### config.mk
export PLATFORM = sky130hd
export DESIGN_NAME = afu_mmio_csr_flat
export DESIGN_NICKNAME = d
export VERILOG_FILES = /design/src/afu_cfg_pkg.sv /design/src/afu_regs_pkg.sv /design/src/afu_ifs.sv /design/src/afu_mmio_csr.sv /design/src/flat_wrapper.sv
export SDC_FILE = /design/constraint.sdc
export NUM_CORES = 1
export LEC_CHECK = 0
export ABC_AREA = 1
export BUFFER_PORTS_ARGS = -buffer_cell sky130_fd_sc_hd__buf_2
export CAP_MARGIN = 20
export CORE_AREA = 2 2 97 99
export CTS_CLUSTER_SIZE = 24
export DETAILED_ROUTE_END_ITERATION = 10
export DIE_AREA = 0 0 99 101
export PLACE_DENSITY = 0.77
export SLEW_MARGIN = 20
export SYNTH_ARGS = -nofsm -noshare
export SYNTH_HDL_FRONTEND = slang
export SYNTH_SLANG_ARGS = --single-unit
### constraint.sdc
create_clock -name clk -period 5.95 [get_ports clk]
set_clock_uncertainty 0.15 [all_clocks]
set_input_delay 0.595 -clock clk [delete_from_list [all_inputs] [get_ports clk]]
set_output_delay 0.595 -clock clk [all_outputs]
set_load 0.02 [all_outputs]
### src/afu_cfg_pkg.sv
package afu_cfg_pkg;

  // Host line and local memory line share one width
  localparam int LINE_WIDTH = 512;
  localparam int ADDR_WIDTH = 26;  // Line address, not byte address

  // Host read batching
  localparam int READ_WINDOW   = 8;
  localparam int RD_QUEUE_SIZE = 2 * READ_WINDOW;

  localparam int WR_PENDING_SIZE = 256;  // Host writes in flight

  typedef logic [LINE_WIDTH-1:0] line_t;
  typedef logic [ADDR_WIDTH-1:0] line_addr_t;
  typedef logic [$clog2(READ_WINDOW)-1:0] win_tag_t;

  // MMIO channel
  typedef logic [63:0] mmio_data_t;
  typedef logic [15:0] mmio_addr_t;
  typedef logic [8:0]  mmio_tid_t;

endpackage

### src/afu_regs_pkg.sv
package afu_regs_pkg;

  // MMIO offsets, in 32-bit words
  localparam logic [15:0] REG_DFH       = 16'h0000;
  localparam logic [15:0] REG_ID_L      = 16'h0002;
  localparam logic [15:0] REG_ID_H      = 16'h0004;
  localparam logic [15:0] REG_CMD_TYPE  = 16'h000A;
  localparam logic [15:0] REG_IO_ADDR   = 16'h000C;
  localparam logic [15:0] REG_MEM_ADDR  = 16'h000E;
  localparam logic [15:0] REG_DATA_SIZE = 16'h0010;
  localparam logic [15:0] REG_STATUS    = 16'h0012;
  localparam logic [15:0] REG_DEV_CAPS  = 16'h0018;

  localparam logic [2:0] CMD_MEM_READ  = 3'd1;  // Local memory to host
  localparam logic [2:0] CMD_MEM_WRITE = 3'd2;  // Host to local memory

  // AFU type, end of DFH list
  localparam logic [63:0] DFH_VALUE      = 64'h1000_0100_0000_0000;
  localparam logic [63:0] AFU_ID         = 64'h35f9_452b_25c2_434c;
  localparam logic [63:0] DEV_CAPS_VALUE = 64'h0004_0004_0001_0000;

  typedef enum logic [1:0] {
    ST_IDLE  = 2'd0,
    ST_WRITE = 2'd1,
    ST_READ  = 2'd2
  } copy_state_t;

endpackage

### src/afu_ifs.sv
`timescale 1ns/1ps

// Copy command registers, written over MMIO
interface cmd_if
  import afu_cfg_pkg::*;
();
  logic       cmd_valid;
  logic [2:0] cmd_code;
  line_addr_t io_addr;
  line_addr_t mem_addr;
  line_addr_t data_size;  // In lines

  modport master (output cmd_valid, cmd_code, io_addr, mem_addr, data_size);

  modport fsm (input cmd_valid, cmd_code);

  modport copy (input io_addr, mem_addr, data_size);
endinterface


### src/afu_mmio_csr.sv
`timescale 1ns/1ps

module afu_mmio_csr
  import afu_cfg_pkg::*;
  import afu_regs_pkg::*;
(
  input  logic        clk,
  input  logic        reset,
  input  logic        mmio_wr_valid,
  input  logic        mmio_rd_valid,
  input  mmio_addr_t  mmio_addr,
  input  mmio_data_t  mmio_wdata,
  input  mmio_tid_t   mmio_tid,
  input  copy_state_t state,
  output logic        mmio_rsp_valid,
  output mmio_data_t  mmio_rsp_data,
  output mmio_tid_t   mmio_rsp_tid,
  cmd_if.master       cmd
);

  // Command goes to the FSM in the same cycle as the write
  assign cmd.cmd_valid = mmio_wr_valid && (mmio_addr == REG_CMD_TYPE);
  assign cmd.cmd_code  = mmio_wdata[2:0];

  always_ff @(posedge clk) begin
    if (mmio_wr_valid) begin
      case (mmio_addr)
        REG_IO_ADDR:   cmd.io_addr   <= line_addr_t'(mmio_wdata);
        REG_MEM_ADDR:  cmd.mem_addr  <= line_addr_t'(mmio_wdata);
        REG_DATA_SIZE: cmd.data_size <= line_addr_t'(mmio_wdata);
        default: ;
      endcase
    end
  end

  always_ff @(posedge clk) begin
    if (reset) begin
      mmio_rsp_valid <= 1'b0;
    end else begin
      mmio_rsp_valid <= mmio_rd_valid;
    end
  end

  // Read data and tid, valid one cycle later
  always_ff @(posedge clk) begin
    if (mmio_rd_valid) begin
      mmio_rsp_tid <= mmio_tid;
      case (mmio_addr)
        REG_DFH:      mmio_rsp_data <= DFH_VALUE;
        REG_ID_L:     mmio_rsp_data <= {32'h0, AFU_ID[31:0]};
        REG_ID_H:     mmio_rsp_data <= {32'h0, AFU_ID[63:32]};
        REG_DEV_CAPS: mmio_rsp_data <= DEV_CAPS_VALUE;
        REG_STATUS:   mmio_rsp_data <= {56'h0, 8'(state)};
        default:      mmio_rsp_data <= '0;
      endcase
    end
  end

  // Host never issues both on one cycle
  assert property (@(posedge clk) disable iff (reset)
    !(mmio_wr_valid && mmio_rd_valid))
    else $error("MMIO read and write in the same cycle");

endmodule

### src/flat_wrapper.sv
// flat-port wrapper written by rule: the top's interface ports become plain ports
module afu_mmio_csr_flat import afu_cfg_pkg::*; import afu_regs_pkg::*;
  (clk, reset, mmio_wr_valid, mmio_rd_valid, mmio_addr, mmio_wdata, mmio_tid, state, mmio_rsp_valid, mmio_rsp_data, mmio_rsp_tid, cmd_cmd_valid, cmd_cmd_code, cmd_io_addr, cmd_mem_addr, cmd_data_size);
  cmd_if cmd_i ();
  input  logic clk;
  input  logic reset;
  input  logic mmio_wr_valid;
  input  logic mmio_rd_valid;
  input  mmio_addr_t mmio_addr;
  input  mmio_data_t mmio_wdata;
  input  mmio_tid_t mmio_tid;
  input  copy_state_t state;
  output logic mmio_rsp_valid;
  output mmio_data_t mmio_rsp_data;
  output mmio_tid_t mmio_rsp_tid;
  output wire logic [$bits(cmd_i.cmd_valid)-1:0] cmd_cmd_valid;
  output wire logic [$bits(cmd_i.cmd_code)-1:0] cmd_cmd_code;
  output wire logic [$bits(cmd_i.io_addr)-1:0] cmd_io_addr;
  output wire logic [$bits(cmd_i.mem_addr)-1:0] cmd_mem_addr;
  output wire logic [$bits(cmd_i.data_size)-1:0] cmd_data_size;
  assign cmd_cmd_valid = cmd_i.cmd_valid;
  assign cmd_cmd_code = cmd_i.cmd_code;
  assign cmd_io_addr = cmd_i.io_addr;
  assign cmd_mem_addr = cmd_i.mem_addr;
  assign cmd_data_size = cmd_i.data_size;
  afu_mmio_csr u_core (.clk(clk), .reset(reset), .mmio_wr_valid(mmio_wr_valid), .mmio_rd_valid(mmio_rd_valid), .mmio_addr(mmio_addr), .mmio_wdata(mmio_wdata), .mmio_tid(mmio_tid), .state(state), .mmio_rsp_valid(mmio_rsp_valid), .mmio_rsp_data(mmio_rsp_data), .mmio_rsp_tid(mmio_rsp_tid), .cmd(cmd_i));
endmodule
; ---- Word-level counts from Yosys, hierarchy flattened
; Index checks and enable logic that the tools add are counted.
[totals]
reg_bits = 152
latch_bits = 0
ram_bits = 0
mem_bits_ro = 0
output_inout_bits = 156
memories = 0
[op_classes]
addsub = 0
multipliers = 0
div_mod_pow = 0
magnitude_cmp = 0
n_eq_ne = 8
shifts = 0
muxes = 1
n_bitwise = 0
reduce_logical = 5
[op_table]
columns = op, n
row1 = $pmux W61 S5, 1
row2 = $eq A16 B4 Y1 const B, 3
row3 = $eq A16 B5 Y1 const B, 3
row4 = $eq A16 B2 Y1 const B, 1
row5 = $eq A16 B3 Y1 const B, 1
row6 = $logic_not A16 Y1, 1
row7 = $reduce_and A2 Y1, 3
row8 = $logic_and A1 B1 Y1, 1

; ---- Longest topological paths before layout
; Gate-level depths: netlist of the first run.
[logic_depth]
ltp_word = 2
mapped_depth = 5

; ---- Worst setup path before layout of the first run
; No wires, ideal clock.
[synth_path]
kind = input port to flip-flop
from = input mmio_addr[11]
to = register u_core.cmd.data_size[0] (enable)
t_arrival_ps = 2079
required_time_ps = 5395
setup_slack_ps = 3316
cell_stages = 5
n_path_buf = 0
path_cell_list = nor2_1 nand2_1 nor2_8 nand2_1 nor3_2
[synth_via]
elab_chain_len = 2
[synth_lines]
columns = item, line_no
row1 = "start, declared", flat_wrapper.sv:9  ; input mmio_addr_t mmio_addr;
row2 = $eq A16 B5 Y1, afu_mmio_csr.sv:27  ; case (mmio_addr)
row3 = $reduce_and A2 Y1 (no line), n/a
row4 = "end signal, assigned", afu_mmio_csr.sv:30  ; REG_DATA_SIZE: cmd.data_size <= line_addr_t'(mmio_wdata);
row5 = "end, declared", afu_ifs.sv:13  ; modport master (output cmd_valid, cmd_code, io_addr, mem_addr, data_size);
; Every way passes these cells.
; A chain may end at the register's enable or synchronous reset.

; ---- Worst setup path after layout of the first run
[layout_path]
from = input mmio_addr[6]
to = output cmd_cmd_valid
[layout_via]
elab_chain_len = 2
[layout_lines]
columns = item, line_no
row1 = $eq A16 B4 Y1, afu_mmio_csr.sv:22  ; assign cmd.cmd_valid = mmio_wr_valid && (mmio_addr == REG_CMD_TYPE);
row2 = $logic_and A1 B1 Y1, afu_mmio_csr.sv:22
row3 = "end, declared", flat_wrapper.sv:16  ; output wire logic [$bits(cmd_i.cmd_valid)-1:0] cmd_cmd_valid;
; Every way passes these cells.

==> impl_metrics.tcl, run 1 <==
set metrics [dict create \
    syn_area_sq_um 3610 \
    hold_path.class "input port to flip-flop" \
    cp-end-kind "primary output" \
    vias_per_cell 4.25 \
    cp.arrival_ns 1.47 \
    crit_fanout 4 \
    grt_pass1_wl_mm 10.4 \
    setup_tns_ns 0 \
    worstSetupPathType "input port to primary output" \
    ff_latch_area_sq_um 2870 \
    fin_crit_ns 2.21 \
    track_usage_pct 14.1 \
    vias 2082 \
    hold_path_depth 2 \
    ys_seq_area_share_pct 79.6 \
    wire_per_inst_microns 14.9 \
    synth.ff_latch_count 96 \
    required_ns 5.20 \
    grt_overflow 0 \
    first_pass_iters 6 \
    cp-endpoint "cmd_cmd_valid" \
    drt-initial-drc-count 79 \
    post_cts_buffers 0 \
    antenna_found_initial 1 \
    setup_viol 0 \
    num-fill-cells 734 \
    cts_tree "done" \
    ios 251 \
    cts_root_buf "clkbuf_8" \
    start_util_pct 40.2 \
    grt_max_degree 27 \
    hpwl_mm 5.48 \
    irDropWorstVdd_mv 0.115 \
    htreeDepth 3 \
    drt-total-wl_mm 7.32 \
    finalHoldViolCount 0 \
    synth_area_leaders "edfxtp_1, buf_4, nand2_1" \
    cp-startpoint "mmio_addr[6]" \
    dieArea_sq_um 10000 \
    clock_sinks 96 \
    cp-start-kind "input port" \
    multi_input_area_sq_um 400 \
    netlist_instances 207 \
    port_buffers 173 \
    die_w_microns 99 \
    synth_cell_types 20 \
    drc 0 \
    fmax_mhz 452 \
    status "completed" \
    layout-drive-gt1-share_pct 54.8 \
    powerDensity_nw_per_um2 279 \
    grt_pass1_vias 1980 \
    cts.path.max_buffers 2 \
    dieHeight_microns 101 \
    path_clk_slew_ns 0.10 \
    drv_cap 0 \
    final_util_pct 50.7 \
    syn_to_final_growth_pct 26.1 \
    leakage_nw 2.00 \
    post-route-period-util_pct 37.2 \
    yosys.area.top_type_share_pct 79.1 \
    yosysWarnings 0 \
    yosys.area.top_type "edfxtp_1" \
    drv_slew 0 \
    nNetsFinal 468 \
    numCtsBuffers 9 \
    cts_hold_buf 0 \
    post_cts_resized 0 \
    rows 35 \
    postRouteAntennaNets 0 \
    most-common-layout-cells "buf_2, edfxtp_1, conb_1, nand2_1" \
    synth_area_per_cell_sq_um 17.4 \
    layout_commonest_cell "buf_2" \
    rsz0062_at_grt "false" \
    gp_congestion 0.832 \
    fp.coreArea_sq_um 8980 \
]
==> cell families (layout without fill, tap and decap cells) <==
family          after synthesis  after routing  share of synthesized area (%)
compound gates                1              1                          0.243
buf+inv                      70            203                           13.4
flops                        96             96                           79.6
other cells                   1             40                          0.104
simple gates                 39             39                           6.62
==> state kept, by name (all words and copies together), names as in the netlist <==
register	cells
u_core.cmd.data_size	26
u_core.cmd.mem_addr	26
u_core.mmio_rsp_data	8
u_core.mmio_rsp_valid	1
u_core.mmio_rsp_tid	9
u_core.cmd.io_addr	26
==> metal layers <==
layer	vias up	wire [microns]	GRT usage [%]
li1	970	-	-
met5	-	0	0
met3	6	719	4.85
met4	0	52	7.06
met1	973	2760	15.8
met2	133	3790	23.9
==> synth_stat cells, drive strengths merged <==
master	n
conb	1
inv	10
a21oi	1
nor2	15
nand3b	3
dfxtp	1
clkinv	1
nand3	2
buf	59
nand4	4
edfxtp	95
nand2	13
nor3	2
==> area by class of cell <==
class | instances | area share (%)
Sequential cell | 96 | 63.1
Timing Repair Buffer | 176 | 19.5
Multi-Input combinational cell | 79 | 8.80
Tap cell | 111 | 3.05
Clock buffer | 9 | 2.72
Clock inverter | 7 | 1.79
Inverter | 11 | 0.908
Antenna cell | 1 | 0.0550
==> worst max-delay path, stage by stage <==
cell and delay [ns]:
buf_2 0.10, inv_1 0.04, nand2_1 0.09, nor3_4 0.27, nand2_2 0.11, nor2_1 0.10, buf_2 0.17
==> power by group <==
group / total (W) / switching, W / internal (W)
Clock: 0.000423 / 0.000254 / 0.000169
Combinational: 0.0000927 / 0.0000671 / 0.0000255
Sequential: 0.000753 / 0.00000336 / 0.000750
Total: 0.00127 / 0.000324 / 0.000944
==> through the flow <==
step,cell area [sq um],power [W],hold WS (ns),instances,setup slack [ns]
6_report,4550,0.00127,0.232,490,3.74
5_1_grt,4550,0.00132,0.200,490,3.61
4_1_cts,4550,0.00129,0.198,489,3.71
3_5_place_dp,4340,0.000862,0.603,473,3.71
3_3_place_gp,4340,0.000859,0.601,473,3.73
2_1_floorplan,3750,0.000847,0.516,245,3.32
==> worst min-delay path by stage <==
stage	slack (ns)	end	start
floorplan	0.52	u_core.mmio_rsp_valid	reset
global placement	0.60	u_core.mmio_rsp_valid	reset
detailed placement	0.60	u_core.mmio_rsp_valid	reset
CTS	0.20	u_core.mmio_rsp_valid	reset
global route	0.20	u_core.mmio_rsp_valid	reset
finish	0.23	u_core.mmio_rsp_valid	reset
Power figures use the tool's default switching activity.
==> run 2, diff against run 1 <==
--- a/config.mk
+++ b/config.mk
@@ -8,11 +8,11 @@
 export ABC_AREA = 1
 export BUFFER_PORTS_ARGS = -buffer_cell sky130_fd_sc_hd__buf_2
 export CAP_MARGIN = 20
-export CORE_AREA = 2 2 97 99
+export CORE_MARGIN = 1.5
+export CORE_UTILIZATION = 37
 export CTS_CLUSTER_SIZE = 24
 export DETAILED_ROUTE_END_ITERATION = 10
-export DIE_AREA = 0 0 99 101
-export PLACE_DENSITY = 0.77
+export PLACE_DENSITY = 0.74
 export SLEW_MARGIN = 20
 export SYNTH_ARGS = -nofsm -noshare
 export SYNTH_HDL_FRONTEND = slang
==> constraint.sdc (replaced) <==
create_clock -name clk -period 1.9 [get_ports clk]
set_clock_uncertainty 0.15 [all_clocks]
set_input_delay 0.19 -clock clk [delete_from_list [all_inputs] [get_ports clk]]
set_output_delay 0.19 -clock clk [all_outputs]
set_load 0.02 [all_outputs]
==> impl_metrics.tcl, run 2 (synthesis results as in run 1) <==
set metrics [dict create \
    drv_cap 0 \
    hold_path_depth 3 \
    numCtsBuffers 9 \
    cp-end-kind "primary output" \
    status "completed" \
    rsz0062_at_grt "false" \
    drt-initial-drc-count 56 \
    final_area_sq_um 4990 \
    p_total_w 0.00408 \
    track_usage_pct 14.1 \
    finalHoldViolCount 0 \
    ios 251 \
    vias_per_cell 4.11 \
    stdcell_count 547 \
    layout_commonest_cell "buf_2" \
    nNetsFinal 508 \
    syn_to_final_growth_pct 38.3 \
    post-route-period-util_pct 76.8 \
    vias 2248 \
    drc 0 \
    dp.cells 494 \
    crit_chain "buf_2, inv_1, nand2_1, nor3_4, buf_4, nand2_2, nor2_1, buf_2" \
    grt_pass1_wl_mm 10.7 \
    wire_per_inst_microns 14.0 \
    worstSetupPathType "input port to primary output" \
    cp-start-kind "input port" \
    cp.arrival_ns 1.12 \
    grt_pass1_vias 2163 \
    leakage_nw 2.18 \
    max_stage_delay_ns 0.18 \
    fin_crit_ns 1.46 \
    clock_sinks 96 \
    hold_path.class "input port to flip-flop" \
    setup_viol 0 \
    placed_area_sq_um 4410 \
    path_common_cell "buf_2" \
    first_pass_iters 4 \
    start_util_pct 38.7 \
    htreeDepth 3 \
    fmax_mhz 686 \
    grt_max_degree 26 \
    cp_slowest_cell "buf_2" \
    cts_root_buf "clkbuf_8" \
    most-common-layout-cells "buf_2, edfxtp_1, conb_1, dlygate4sd3_1, nand2_1" \
    postRouteAntennaNets 0 \
    largest_registers "u_core.cmd.data_size: 26 flops, u_core.cmd.io_addr: 26 flops, u_core.cmd.mem_addr: 26 flops" \
    crit_fanout 3 \
    path_clk_slew_ns 0.09 \
    final_util_pct 53.5 \
    dieHeight_microns 102 \
    rows 35 \
    drt-total-wl_mm 7.67 \
    port_buffers 173 \
    cts.path.max_buffers 2 \
    antenna_found_initial 0 \
    dieArea_sq_um 10400 \
    layout-drive-gt1-share_pct 50.2 \
    grt_overflow 0 \
    fp.coreArea_sq_um 9330 \
    required_ns 1.56 \
    post_cts_resized 0 \
    die_w_microns 102 \
    n_antenna_cell 0 \
    drv_slew 0 \
    powerDensity_nw_per_um2 817 \
    hpwl_mm 5.15 \
    irDropWorstVdd_mv 0.384 \
    cts_tree "done" \
    gp_congestion 0.791 \
]
[run 2: cell count changes in the layout (fill, tap and decap cells not counted)]
cell,previous run,this run
buf_4,3,4
diode_2,1,0
buf_12,0,2
bufinv_16,0,1
clkinvlp_4,0,2
clkinv_4,1,0
clkinv_8,2,0
dlygate4sd3_1,0,37
[run 2: routing by layer]
layer  vias to the layer above  wire [microns]  global-route usage [%]
met4                         0             127                    7.37
met2                       124            4210                    27.3
li1                       1046               -                       -
met1                      1069            2840                    14.1
met3                         9             495                    2.83
met5                         -               0                       0
[run 2: critical path, delay by kind of cell]
family	cells	cell delay, ns
AND/OR/NAND/NOR	4	0.44
buffers and inverters	4	0.48
[run 2: power breakdown]
group          switching (W)  internal (W)
registers          0.0000107       0.00235
logic               0.000218      0.000130
clock network       0.000736      0.000636
[run 2: metrics by stage]
step                      hold slack (ns)  setup TNS (ns)  setup WS, ns
final                              0.0408               0         0.441
after global routing               0.0302               0         0.408
after CTS                          0.0210               0         0.454
after detailed placement            0.218               0         0.212
after global placement              0.217               0         0.195
after floorplan                     0.111           -1.29       -0.0248
[run 2: final timing paths]
path,start,endpoint,slack (ns)
setup / recovery,mmio_addr[6],cmd_cmd_valid,0.44
hold / removal,state[1],u_core.mmio_rsp_data[1],0.04
[run 2: cell type report]
class | count | area (sq um)
Multi-Input combinational cell | 79 | 400
Fill cell | 752 | 4340
Inverter | 11 | 41.3
Clock inverter | 7 | 85.1
Tap cell | 129 | 161
Sequential cell | 96 | 2870
Clock buffer | 9 | 124
Timing Repair Buffer | 216 | 1310
[run 2: repair_timing]
| item | CTS | global route |
|---|---|---|
| buffers inserted | 0 | 0 |
| hold endpoints to repair | 89 | 0 |
| hold buffers | 37 | 0 |
