`config.mk`:
```
export PLATFORM = sky130hd
export DESIGN_NAME = lmem_to_host_copy_flat
export DESIGN_NICKNAME = d
export VERILOG_FILES = /design/src/afu_cfg_pkg.sv /design/src/afu_regs_pkg.sv /design/src/afu_ifs.sv /design/src/lmem_to_host_copy.sv /design/src/flat_wrapper.sv
export SDC_FILE = /design/constraint.sdc
export NUM_CORES = 1
export LEC_CHECK = 0
export ABC_CLOCK_PERIOD_IN_PS = 8000
export BUFFER_PORTS_ARGS = -buffer_cell sky130_fd_sc_hd__buf_2
export CAP_MARGIN = 10
export CORE_AREA = 3 3 670 672
export DETAILED_ROUTE_END_ITERATION = 10
export DIE_AREA = 0 0 673 675
export PLACE_DENSITY_LB_ADDON = 0.15
export SETUP_SLACK_MARGIN = 0.3
export SYNTH_ARGS = -nofsm -noshare
export SYNTH_HDL_FRONTEND = slang
export SYNTH_SLANG_ARGS = --single-unit
export TNS_END_PERCENT = 5
```
`constraint.sdc`:
```
create_clock -name clk -period 8 [get_ports clk]
set_input_delay 0.4 -clock clk [delete_from_list [all_inputs] [get_ports clk]]
set_output_delay 0.4 -clock clk [all_outputs]
set_load 0.05 [all_outputs]
```
`src/afu_cfg_pkg.sv`:
```
package afu_cfg_pkg;

  // Host line and local memory line share one width
  localparam int LINE_WIDTH = 512;
  localparam int ADDR_WIDTH = 26;  // Line address, not byte address

  // Host read batching
  localparam int READ_WINDOW   = 8;
  localparam int RD_QUEUE_SIZE = 2 * READ_WINDOW;

  localparam int WR_PENDING_SIZE = 256;  // Host writes in flight

  typedef logic [LINE_WIDTH-1:0] line_t;
  typedef logic [ADDR_WIDTH-1:0] line_addr_t;
  typedef logic [$clog2(READ_WINDOW)-1:0] win_tag_t;

  // MMIO channel
  typedef logic [63:0] mmio_data_t;
  typedef logic [15:0] mmio_addr_t;
  typedef logic [8:0]  mmio_tid_t;

endpackage

```
`src/afu_regs_pkg.sv`:
```
package afu_regs_pkg;

  // MMIO offsets, in 32-bit words
  localparam logic [15:0] REG_DFH       = 16'h0000;
  localparam logic [15:0] REG_ID_L      = 16'h0002;
  localparam logic [15:0] REG_ID_H      = 16'h0004;
  localparam logic [15:0] REG_CMD_TYPE  = 16'h000A;
  localparam logic [15:0] REG_IO_ADDR   = 16'h000C;
  localparam logic [15:0] REG_MEM_ADDR  = 16'h000E;
  localparam logic [15:0] REG_DATA_SIZE = 16'h0010;
  localparam logic [15:0] REG_STATUS    = 16'h0012;
  localparam logic [15:0] REG_DEV_CAPS  = 16'h0018;

  localparam logic [2:0] CMD_MEM_READ  = 3'd1;  // Local memory to host
  localparam logic [2:0] CMD_MEM_WRITE = 3'd2;  // Host to local memory

  // AFU type, end of DFH list
  localparam logic [63:0] DFH_VALUE      = 64'h1000_0100_0000_0000;
  localparam logic [63:0] AFU_ID         = 64'h35f9_452b_25c2_434c;
  localparam logic [63:0] DEV_CAPS_VALUE = 64'h0004_0004_0001_0000;

  typedef enum logic [1:0] {
    ST_IDLE  = 2'd0,
    ST_WRITE = 2'd1,
    ST_READ  = 2'd2
  } copy_state_t;

endpackage

```
`src/afu_ifs.sv`:
```
`timescale 1ns/1ps

// Copy command registers, written over MMIO
interface cmd_if
  import afu_cfg_pkg::*;
();
  logic       cmd_valid;
  logic [2:0] cmd_code;
  line_addr_t io_addr;
  line_addr_t mem_addr;
  line_addr_t data_size;  // In lines

  modport master (output cmd_valid, cmd_code, io_addr, mem_addr, data_size);

  modport fsm (input cmd_valid, cmd_code);

  modport copy (input io_addr, mem_addr, data_size);
endinterface

// Single local memory port, one line per request
interface lmem_if
  import afu_cfg_pkg::*;
();
  logic       req_valid;
  logic       req_rw;     // High for write
  line_addr_t req_addr;
  line_t      req_data;
  line_addr_t req_tag;
  logic       req_ready;

  // Read data, in request order
  logic       rsp_valid;
  line_t      rsp_data;
  line_addr_t rsp_tag;

  modport master (
    output req_valid, req_rw, req_addr, req_data, req_tag,
    input  req_ready, rsp_valid, rsp_data, rsp_tag
  );
endinterface

```
`src/lmem_to_host_copy.sv`:
```
`timescale 1ns/1ps

module lmem_to_host_copy
  import afu_cfg_pkg::*;
  import afu_regs_pkg::*;
#(
  parameter int WR_PENDING_SIZE = afu_cfg_pkg::WR_PENDING_SIZE
) (
  input  logic        clk,
  input  logic        reset,
  input  copy_state_t state,
  input  logic        host_wr_almfull,
  input  logic        host_wr_rsp_valid,
  output logic        read_done,
  output logic        host_wr_req_valid,
  output line_addr_t  host_wr_req_addr,
  output line_t       host_wr_req_data,
  cmd_if.copy         cmd,
  lmem_if.master      mem
);
  localparam int PEND_W = $clog2(WR_PENDING_SIZE + 1);

  line_addr_t        rd_addr;
  line_addr_t        rd_ctr;   // Local reads accepted
  line_addr_t        wr_ctr;   // Host writes issued
  logic [PEND_W-1:0] pending;  // From local read to host write response
  logic              rd_fire;

  assign mem.req_valid = (state == ST_READ) && (rd_ctr != cmd.data_size) && !host_wr_almfull
                      && (pending != PEND_W'(WR_PENDING_SIZE));
  assign mem.req_rw    = 1'b0;
  assign mem.req_addr  = rd_addr;
  assign mem.req_data  = '0;
  assign mem.req_tag   = rd_ctr;  // Line index, offset into io_addr
  assign rd_fire       = mem.req_valid && mem.req_ready;

  assign read_done = (state == ST_READ) && (wr_ctr == cmd.data_size) && (pending == '0);

  always_ff @(posedge clk) begin
    if (reset || state != ST_READ) begin
      rd_ctr <= '0;
      wr_ctr <= '0;
    end else begin
      if (rd_fire) rd_ctr <= rd_ctr + 1'b1;
      if (host_wr_req_valid) wr_ctr <= wr_ctr + 1'b1;
    end
  end

  always_ff @(posedge clk) begin
    if (reset) begin
      host_wr_req_valid <= 1'b0;
      pending           <= '0;
    end else begin
      host_wr_req_valid <= mem.rsp_valid;
      pending <= pending + PEND_W'(rd_fire) - PEND_W'(host_wr_rsp_valid);
    end
  end

  always_ff @(posedge clk) begin
    if (state != ST_READ) begin
      rd_addr <= cmd.mem_addr;
    end else if (rd_fire) begin
      rd_addr <= rd_addr + 1'b1;
    end
    host_wr_req_addr <= cmd.io_addr + mem.rsp_tag;
    host_wr_req_data <= mem.rsp_data;
  end

  assert property (@(posedge clk) disable iff (reset)
    host_wr_rsp_valid |-> pending != '0)
    else $error("Host write response with nothing pending");

endmodule

```
`src/flat_wrapper.sv`:
```
// flat-port wrapper written by rule: the top's interface ports become plain ports
module lmem_to_host_copy_flat import afu_cfg_pkg::*; import afu_regs_pkg::*;
#(
  parameter int WR_PENDING_SIZE = afu_cfg_pkg::WR_PENDING_SIZE
)
  (clk, reset, state, host_wr_almfull, host_wr_rsp_valid, read_done, host_wr_req_valid, host_wr_req_addr, host_wr_req_data, cmd_io_addr, cmd_mem_addr, cmd_data_size, mem_req_valid, mem_req_rw, mem_req_addr, mem_req_data, mem_req_tag, mem_req_ready, mem_rsp_valid, mem_rsp_data, mem_rsp_tag);
  cmd_if cmd_i ();
  lmem_if mem_i ();
  input  logic clk;
  input  logic reset;
  input  copy_state_t state;
  input  logic host_wr_almfull;
  input  logic host_wr_rsp_valid;
  output logic read_done;
  output logic host_wr_req_valid;
  output line_addr_t host_wr_req_addr;
  output line_t host_wr_req_data;
  input wire logic [$bits(cmd_i.io_addr)-1:0] cmd_io_addr;
  input wire logic [$bits(cmd_i.mem_addr)-1:0] cmd_mem_addr;
  input wire logic [$bits(cmd_i.data_size)-1:0] cmd_data_size;
  output wire logic [$bits(mem_i.req_valid)-1:0] mem_req_valid;
  output wire logic [$bits(mem_i.req_rw)-1:0] mem_req_rw;
  output wire logic [$bits(mem_i.req_addr)-1:0] mem_req_addr;
  output wire logic [$bits(mem_i.req_data)-1:0] mem_req_data;
  output wire logic [$bits(mem_i.req_tag)-1:0] mem_req_tag;
  input wire logic [$bits(mem_i.req_ready)-1:0] mem_req_ready;
  input wire logic [$bits(mem_i.rsp_valid)-1:0] mem_rsp_valid;
  input wire logic [$bits(mem_i.rsp_data)-1:0] mem_rsp_data;
  input wire logic [$bits(mem_i.rsp_tag)-1:0] mem_rsp_tag;
  assign cmd_i.io_addr = cmd_io_addr;
  assign cmd_i.mem_addr = cmd_mem_addr;
  assign cmd_i.data_size = cmd_data_size;
  assign mem_req_valid = mem_i.req_valid;
  assign mem_req_rw = mem_i.req_rw;
  assign mem_req_addr = mem_i.req_addr;
  assign mem_req_data = mem_i.req_data;
  assign mem_req_tag = mem_i.req_tag;
  assign mem_i.req_ready = mem_req_ready;
  assign mem_i.rsp_valid = mem_rsp_valid;
  assign mem_i.rsp_data = mem_rsp_data;
  assign mem_i.rsp_tag = mem_rsp_tag;
  lmem_to_host_copy #(.WR_PENDING_SIZE(WR_PENDING_SIZE)) u_core (.clk(clk), .reset(reset), .state(state), .host_wr_almfull(host_wr_almfull), .host_wr_rsp_valid(host_wr_rsp_valid), .read_done(read_done), .host_wr_req_valid(host_wr_req_valid), .host_wr_req_addr(host_wr_req_addr), .host_wr_req_data(host_wr_req_data), .cmd(cmd_i), .mem(mem_i));
endmodule
```
**Word-level counts from Yosys, hierarchy flattened**

Index checks and enable logic that the tools add are counted.

- Logic and storage cells: 30
- Bits of input ports: 624
- Flip-flop bits (word level): 626

- Reductions and logical operators: 10
- Equality and inequality tests: 5
- Muxes and demuxes: 2
- Add/sub/neg operators: 6

Operator list:

| kind | number |
|---|---|
| $add 26x1->26 const B | 3 |
| $mux 26 | 2 |
| $add 26x26->26 | 1 |
| $eq 26x26->1 | 1 |
| $ne 26x26->1 | 1 |
| $add 9x1->9 | 1 |
| $logic_not 9->1 | 1 |
| $ne 9x9->1 const B | 1 |
| $sub 9x1->9 | 1 |
| $logic_and 1x1->1 | 6 |
| $eq 2x2->1 const B | 1 |
| $ne 2x2->1 const B | 1 |
| $reduce_bool 2->1 | 1 |
| $logic_not 1->1 | 1 |
| $logic_or 1x1->1 | 1 |

**Longest topological paths before layout**

- Word-level depth: 7
- Mapped depth: 15

**Worst setup path before layout**

Ideal clock, no wire load.

- Kind: register to register
- From: register u_core.rd_ctr[2] (netlist: u_core.mem.req_tag[2])
- To: register u_core.pending[8]
- Slack: 4.654 ns
- Stages on the path, launching flop included: 15
- Buffers on the path: 1
- Period minus slack after synthesis: 3.346 ns
- Arrival: 3.218 ns
- Setup time: 0.128 ns
- Path through: dfxtp_1 xnor2_1 nand4_1 nor4_1 a211oi_2 buf_2 ha_1 fa_1 a21oi_1 o21bai_1 a21oi_1 nor2_1 o41ai_1 xnor2_1 nor2_1

- Longest elaborated chain between the ends: 7

RTL lines:

| what | line | source |
|---|---|---|
| start, declared | lmem_to_host_copy.sv:24 | `line_addr_t rd_ctr;` |
| start signal, assigned | lmem_to_host_copy.sv:44 | `if (rd_fire) rd_ctr <= rd_ctr + 1'b1;` |
| $ne 26x26->1 | lmem_to_host_copy.sv:29 | `assign mem.req_valid = (state == ST_READ) && (rd_ctr != cmd.data_size) && !host_wr_almfull` |
| $logic_and 1x1->1 (2 in series) | lmem_to_host_copy.sv:29 |  |
| $logic_and 1x1->1 | lmem_to_host_copy.sv:30 | `&& (pending != PEND_W'(WR_PENDING_SIZE));` |
| $logic_and 1x1->1 | lmem_to_host_copy.sv:35 | `assign rd_fire = mem.req_valid && mem.req_ready;` |
| net u_core.rd_fire | lmem_to_host_copy.sv:27 | `logic rd_fire;` |
| $add 9x1->9 | lmem_to_host_copy.sv:55 | `pending <= pending + PEND_W'(rd_fire) - PEND_W'(host_wr_rsp_valid);` |
| $sub 9x1->9 | lmem_to_host_copy.sv:55 |  |
| end signal, assigned | lmem_to_host_copy.sv:55 |  |
| end, declared | lmem_to_host_copy.sv:26 | `logic [PEND_W-1:0] pending;` |

The timed path passes the listed nets, and every way through them passes these cells.
A chain may end at the register's enable or synchronous reset.

**Final worst setup path**

- From: register u_core.rd_ctr[4] (netlist: u_core.mem.req_tag[4])
- To: register u_core.pending[8]

- Longest elaborated chain between the ends: 7

RTL lines:

| what | line |
|---|---|
| $ne 26x26->1 | lmem_to_host_copy.sv:29 |
| $logic_and 1x1->1 (2 in series) | lmem_to_host_copy.sv:29 |
| $logic_and 1x1->1 | lmem_to_host_copy.sv:30 |
| $logic_and 1x1->1 | lmem_to_host_copy.sv:35 |
| $add 9x1->9 | lmem_to_host_copy.sv:55 |
| $sub 9x1->9 | lmem_to_host_copy.sv:55 |

No other way between the ends.

==> results.md <==
Power and ir drop:
- The share of total power in sequential cells is about 31%.
- Per report_power, the clock group accounts for 46.7% of the total.
- Dividing total power by cell area gives a power density of 262 nW/um^2.
- IR analysis of the VDD net gives a maximum drop of between 0.15 and 0.2 mV.
- The net switching power is 3910 uW.
- Net switching is a little over a third of the power.
- The logic gate share of total power is a little over a fifth.
- The cell internal power dissipation is 7130 uW.
- In this run the static leakage power is roughly 0.018 uW.

Die:
- The floorplan step defined a core boundary enclosing 444,000 um^2.
- For this design the top-level I/O count stands at 1,730.
- The die outline width is 673 um.
- Measured along the y axis, the die boundary spans just under 700 um.
- After floorplanning, the core was divided into 245 placement rows.
- The initial standard-cell utilization of the core is 4.70%.
- The area enclosed by the die boundary is 454,000 um^2.

Drt:
- After detailed routing, the number of vias per cell comes to 2.07.
- The total iterations of the first detailed-routing run is 5.
- The count of routing violations after the opening detailed-route iteration is 1,041.
- The vias after detailed routing is 20,300.
- Wires add up to 241 mm.
- In the final routed layout, each cell accounts on average for 24.6 um.
- The number of design rule violations left after detail routing is 0.
- The post-route antenna net violation count is 0.

Hold path:
- The startpoint identified for the worst hold timing path is mem_rsp_tag[12].
- The worst hold path belongs to the class input port to register.

Global route:
- Global routing used approximately a tenth of the available tracks.
- The first global-routing pass estimated 280 mm of wire.
- The global route total overflow is 0.
- The number of global-route vias before repair came to 19,600.
- The maximum number of pins on one net before global-route repair is 56.
- The initial antenna violation count came to 354.

Layout:
- The share of final-layout standard cells stronger than drive strength 1 is 37.3%.
- The post-layout net count is between 4,000 and 5,000.
- The count of cells in the finished layout, fillers not included, comes to around 9,800.
- Compared with the post-synthesis result, the final layout area differs by 102%.
- After routing the design area is 42,200 um^2.

Clock tree:
- The number of gates resized after CTS was 0.
- Clock-pin slew was measured on the worst setup and hold paths at 0.06 ns.
- Post-CTS timing repair inserted 0 buffers for setup.
- TritonCTS built the clock tree.
- The clock insertion delay at the later pin of the skew report is 0.88 ns.
- The clock root buffer master is clkbuf_16.
- The TritonCTS sink count is roughly 630.
- The hold buffer count at cts is about 580.
- In this run the deepest clock path goes through 4 buffers.
- The H-tree was split into 3 levels.
- The number of buffers added by the clock tree synthesis step is 106.

Logic synthesis:
- The mapped netlist covers 20,900 um^2.
- The number of synthesized flops with an enable pin is 26.
- The largest area contributor in the synthesized netlist is dfxtp_1.
- In this run the biggest area consumer among cell types represents a little under three fifths of the synthesized area.
- By area the synthesized netlist is led by dfxtp_1 57%, buf_4 18%, edfxtp_1 3.7%.
- Each instance of the synthesized netlist takes up on average 11.6 um^2.
- The count of mapped cells out of synthesis is 1,799.
- The most frequently used flop master after synthesis is dfxtp_1.
- The sequential fraction of the synthesis area is 61.2%.
- The async set-or-reset flop fraction in the synthesized netlist is 0%.
- After synthesis, the netlist uses 50 different library cells.
- The number of synthesized register bits is 626.
- For this run, the number of Yosys warnings is 0.

Critical path:
- The worst register-to-register path begins at u_core.mem.req_tag[4].
- The setup path with the least slack is of type register to register.
- Among all stages on the critical path, the largest delay is contributed by dfxtp_1.
- For the worst setup path, the data arrival time is ~4.3 ns.
- In this run the worst path has a maximum fanout of 16.
- The kind of cell with the highest combined delay along the critical path is compound AO/OA/AOI/OAI gates.
- The nature of the critical path endpoint is a register.
- The setup check on the worst reg-to-reg path leaves a slack of 4.39 ns.
- The signal on the critical path passes through xnor2_1, nand4_1, nor4_1, a211oi_2, buf_4, ha_1, fa_1, a21oi_1, o21bai_1, a21oi_1, nor2_1, o41ai_1, xnor2_1, nor2_1.
- The most critical setup path has its startpoint at u_core.mem.req_tag[4].
- At the worst endpoint, the required time is 8.68 ns.
- The kind of launch point of the worst setup path is a register.
- The largest single stage delay on the critical path is 0.47 ns.
- The number of buffer and inverter instances along the worst setup path is 1.

Run status:
- The run finished with clean final reports.

Timing:
- On the final layout, the worst hold slack is approximately 0.14 ns.
- The total setup violations reported at the end of the flow is 0.
- Counting I/O delays and the setup requirement, the final critical path takes about 3.6 ns.
- The worst setup margin is about 4.4 ns.
- Timing would allow up to between 0.2 and 0.3 GHz.
- Headroom to the max-slew limit came out at 18.9%.
- The accumulated negative setup slack is 0 ns.
- The final clock skew is between 0.08 and 0.09 ns.
- The max-slew violation total from the final report was 0.
- The final period utilization is ~45%.
- The count of endpoints failing hold in the final timing report is 0.
- The slew at the pin with the worst max-slew slack is 1.22 ns.
- Setup repair after global routing left no endpoint under its margin.

Placement:
- Before CTS, the worst setup slack after placement is 4.19 ns.
- After detailed placement, the design holds a cell count of 8,922.
- The estimated wirelength of the detail-placed design is 218 mm.
- Routability-driven placement finished with a final weighted congestion of 0.823.
- Summing all placed instances gives a cell area of 32,400 um^2.
- The count of port buffers added during placement is 1,216.

Job:
- The reported max-cap violation count is 0.
==> placed cells by master (no fill, tap or decap), types with 26 or more instances in the layout <==
cell / Yosys / layout
buf_2: 4 / 1216
dfxtp_1: 600 / 600
dlygate4sd3_1: 0 / 576
conb_1: 1 / 513
diode_2: 0 / 108
clkbuf_16: 0 / 107
nor2_1: 88 / 88
xor2_1: 77 / 77
xnor2_1: 65 / 65
nand2_1: 63 / 63
o21ai_0: 48 / 48
ha_1: 40 / 40
nand4_1: 37 / 37
a21oi_1: 35 / 35
inv_1: 29 / 29
edfxtp_1: 26 / 26
==> per-stage QoR <==
step	power [uW]	util (%)
floorplan	5110	-
finish	11000	9.50
global placement	5640	7.29
CTS	11500	9.44
global route	11600	9.46
detailed placement	5630	7.29
==> final timing paths <==
kind	depth (start not counted)	to
setup / recovery	14	u_core.pending[8]
hold / removal	3	u_core.host_wr_req_addr[12]
setup reg to reg	14	u_core.pending[8]
hold reg to reg	2	u_core.mem.req_tag[24]
==> Yosys cell counts (all sizes together) (10+ instances only) <==
cell and instances:
dfxtp 600, buf 519, nor2 88, xor2 77, xnor2 65, nand2 63
o21ai 48, ha 40, nand4 37, a21oi 35, inv 29, edfxtp 26
nand3 25, clkbuf 17, and3 16, a21o 11, or3 11, nor4 10
==> per-layer routing <==
layer | GRT usage, % | wire length [um]
met5 | 0 | 1310
met4 | 1.38 | 4690
met1 | 12.5 | 100000
met2 | 15.2 | 103000
met3 | 5.94 | 31400
==> area by class of cell <==
cell class                 instances  area (um^2)
tap                             5928         7420
clock buffer                     136         2970
antenna                          108          270
clock inverter                    48          801
fill                           51700       402000
multi-input combinational       1120         5970
timing repair buffer            1795        11900
inverter                          29          109
sequential                       626        12800
==> logic make-up after synthesis <==
logic type | after synthesis | share of synthesized area, %
simple gates | 289 | 6.86
xor+xnor | 142 | 5.95
mux | 5 | 0.246
flops | 626 | 61.2
buf+inv | 565 | 19.4
fa+ha+maj | 42 | 2.59
other cells | 1 | 0.0180
compound gates | 129 | 3.71
==> registers in the layout, summed over array words and instances, names as in the netlist <==
register / cells
u_core.mem.req_tag: 26
u_core.mem.req_addr: 26
u_core.host_wr_req_data: 512
u_core.host_wr_req_addr: 26
u_core.pending: 9
u_core.wr_ctr: 26
u_core.host_wr_req_valid: 1
==> tightest hold or removal path, cell delays in order <==
cell	delay, ns
buf_2	0.10
ha_1	0.24
xnor2_1	0.11
==> power by group through the flow <==
stage | clock network [uW] | registers (uW) | logic [uW]
2_1_floorplan | 0 | 4110 | 1000
3_3_place_gp | 0 | 3520 | 2120
3_5_place_dp | 0 | 3520 | 2110
4_1_cts | 5510 | 3460 | 2480
5_1_grt | 5550 | 3480 | 2560
6_report | 5160 | 3460 | 2430
(Power assumes the default switching activity.)
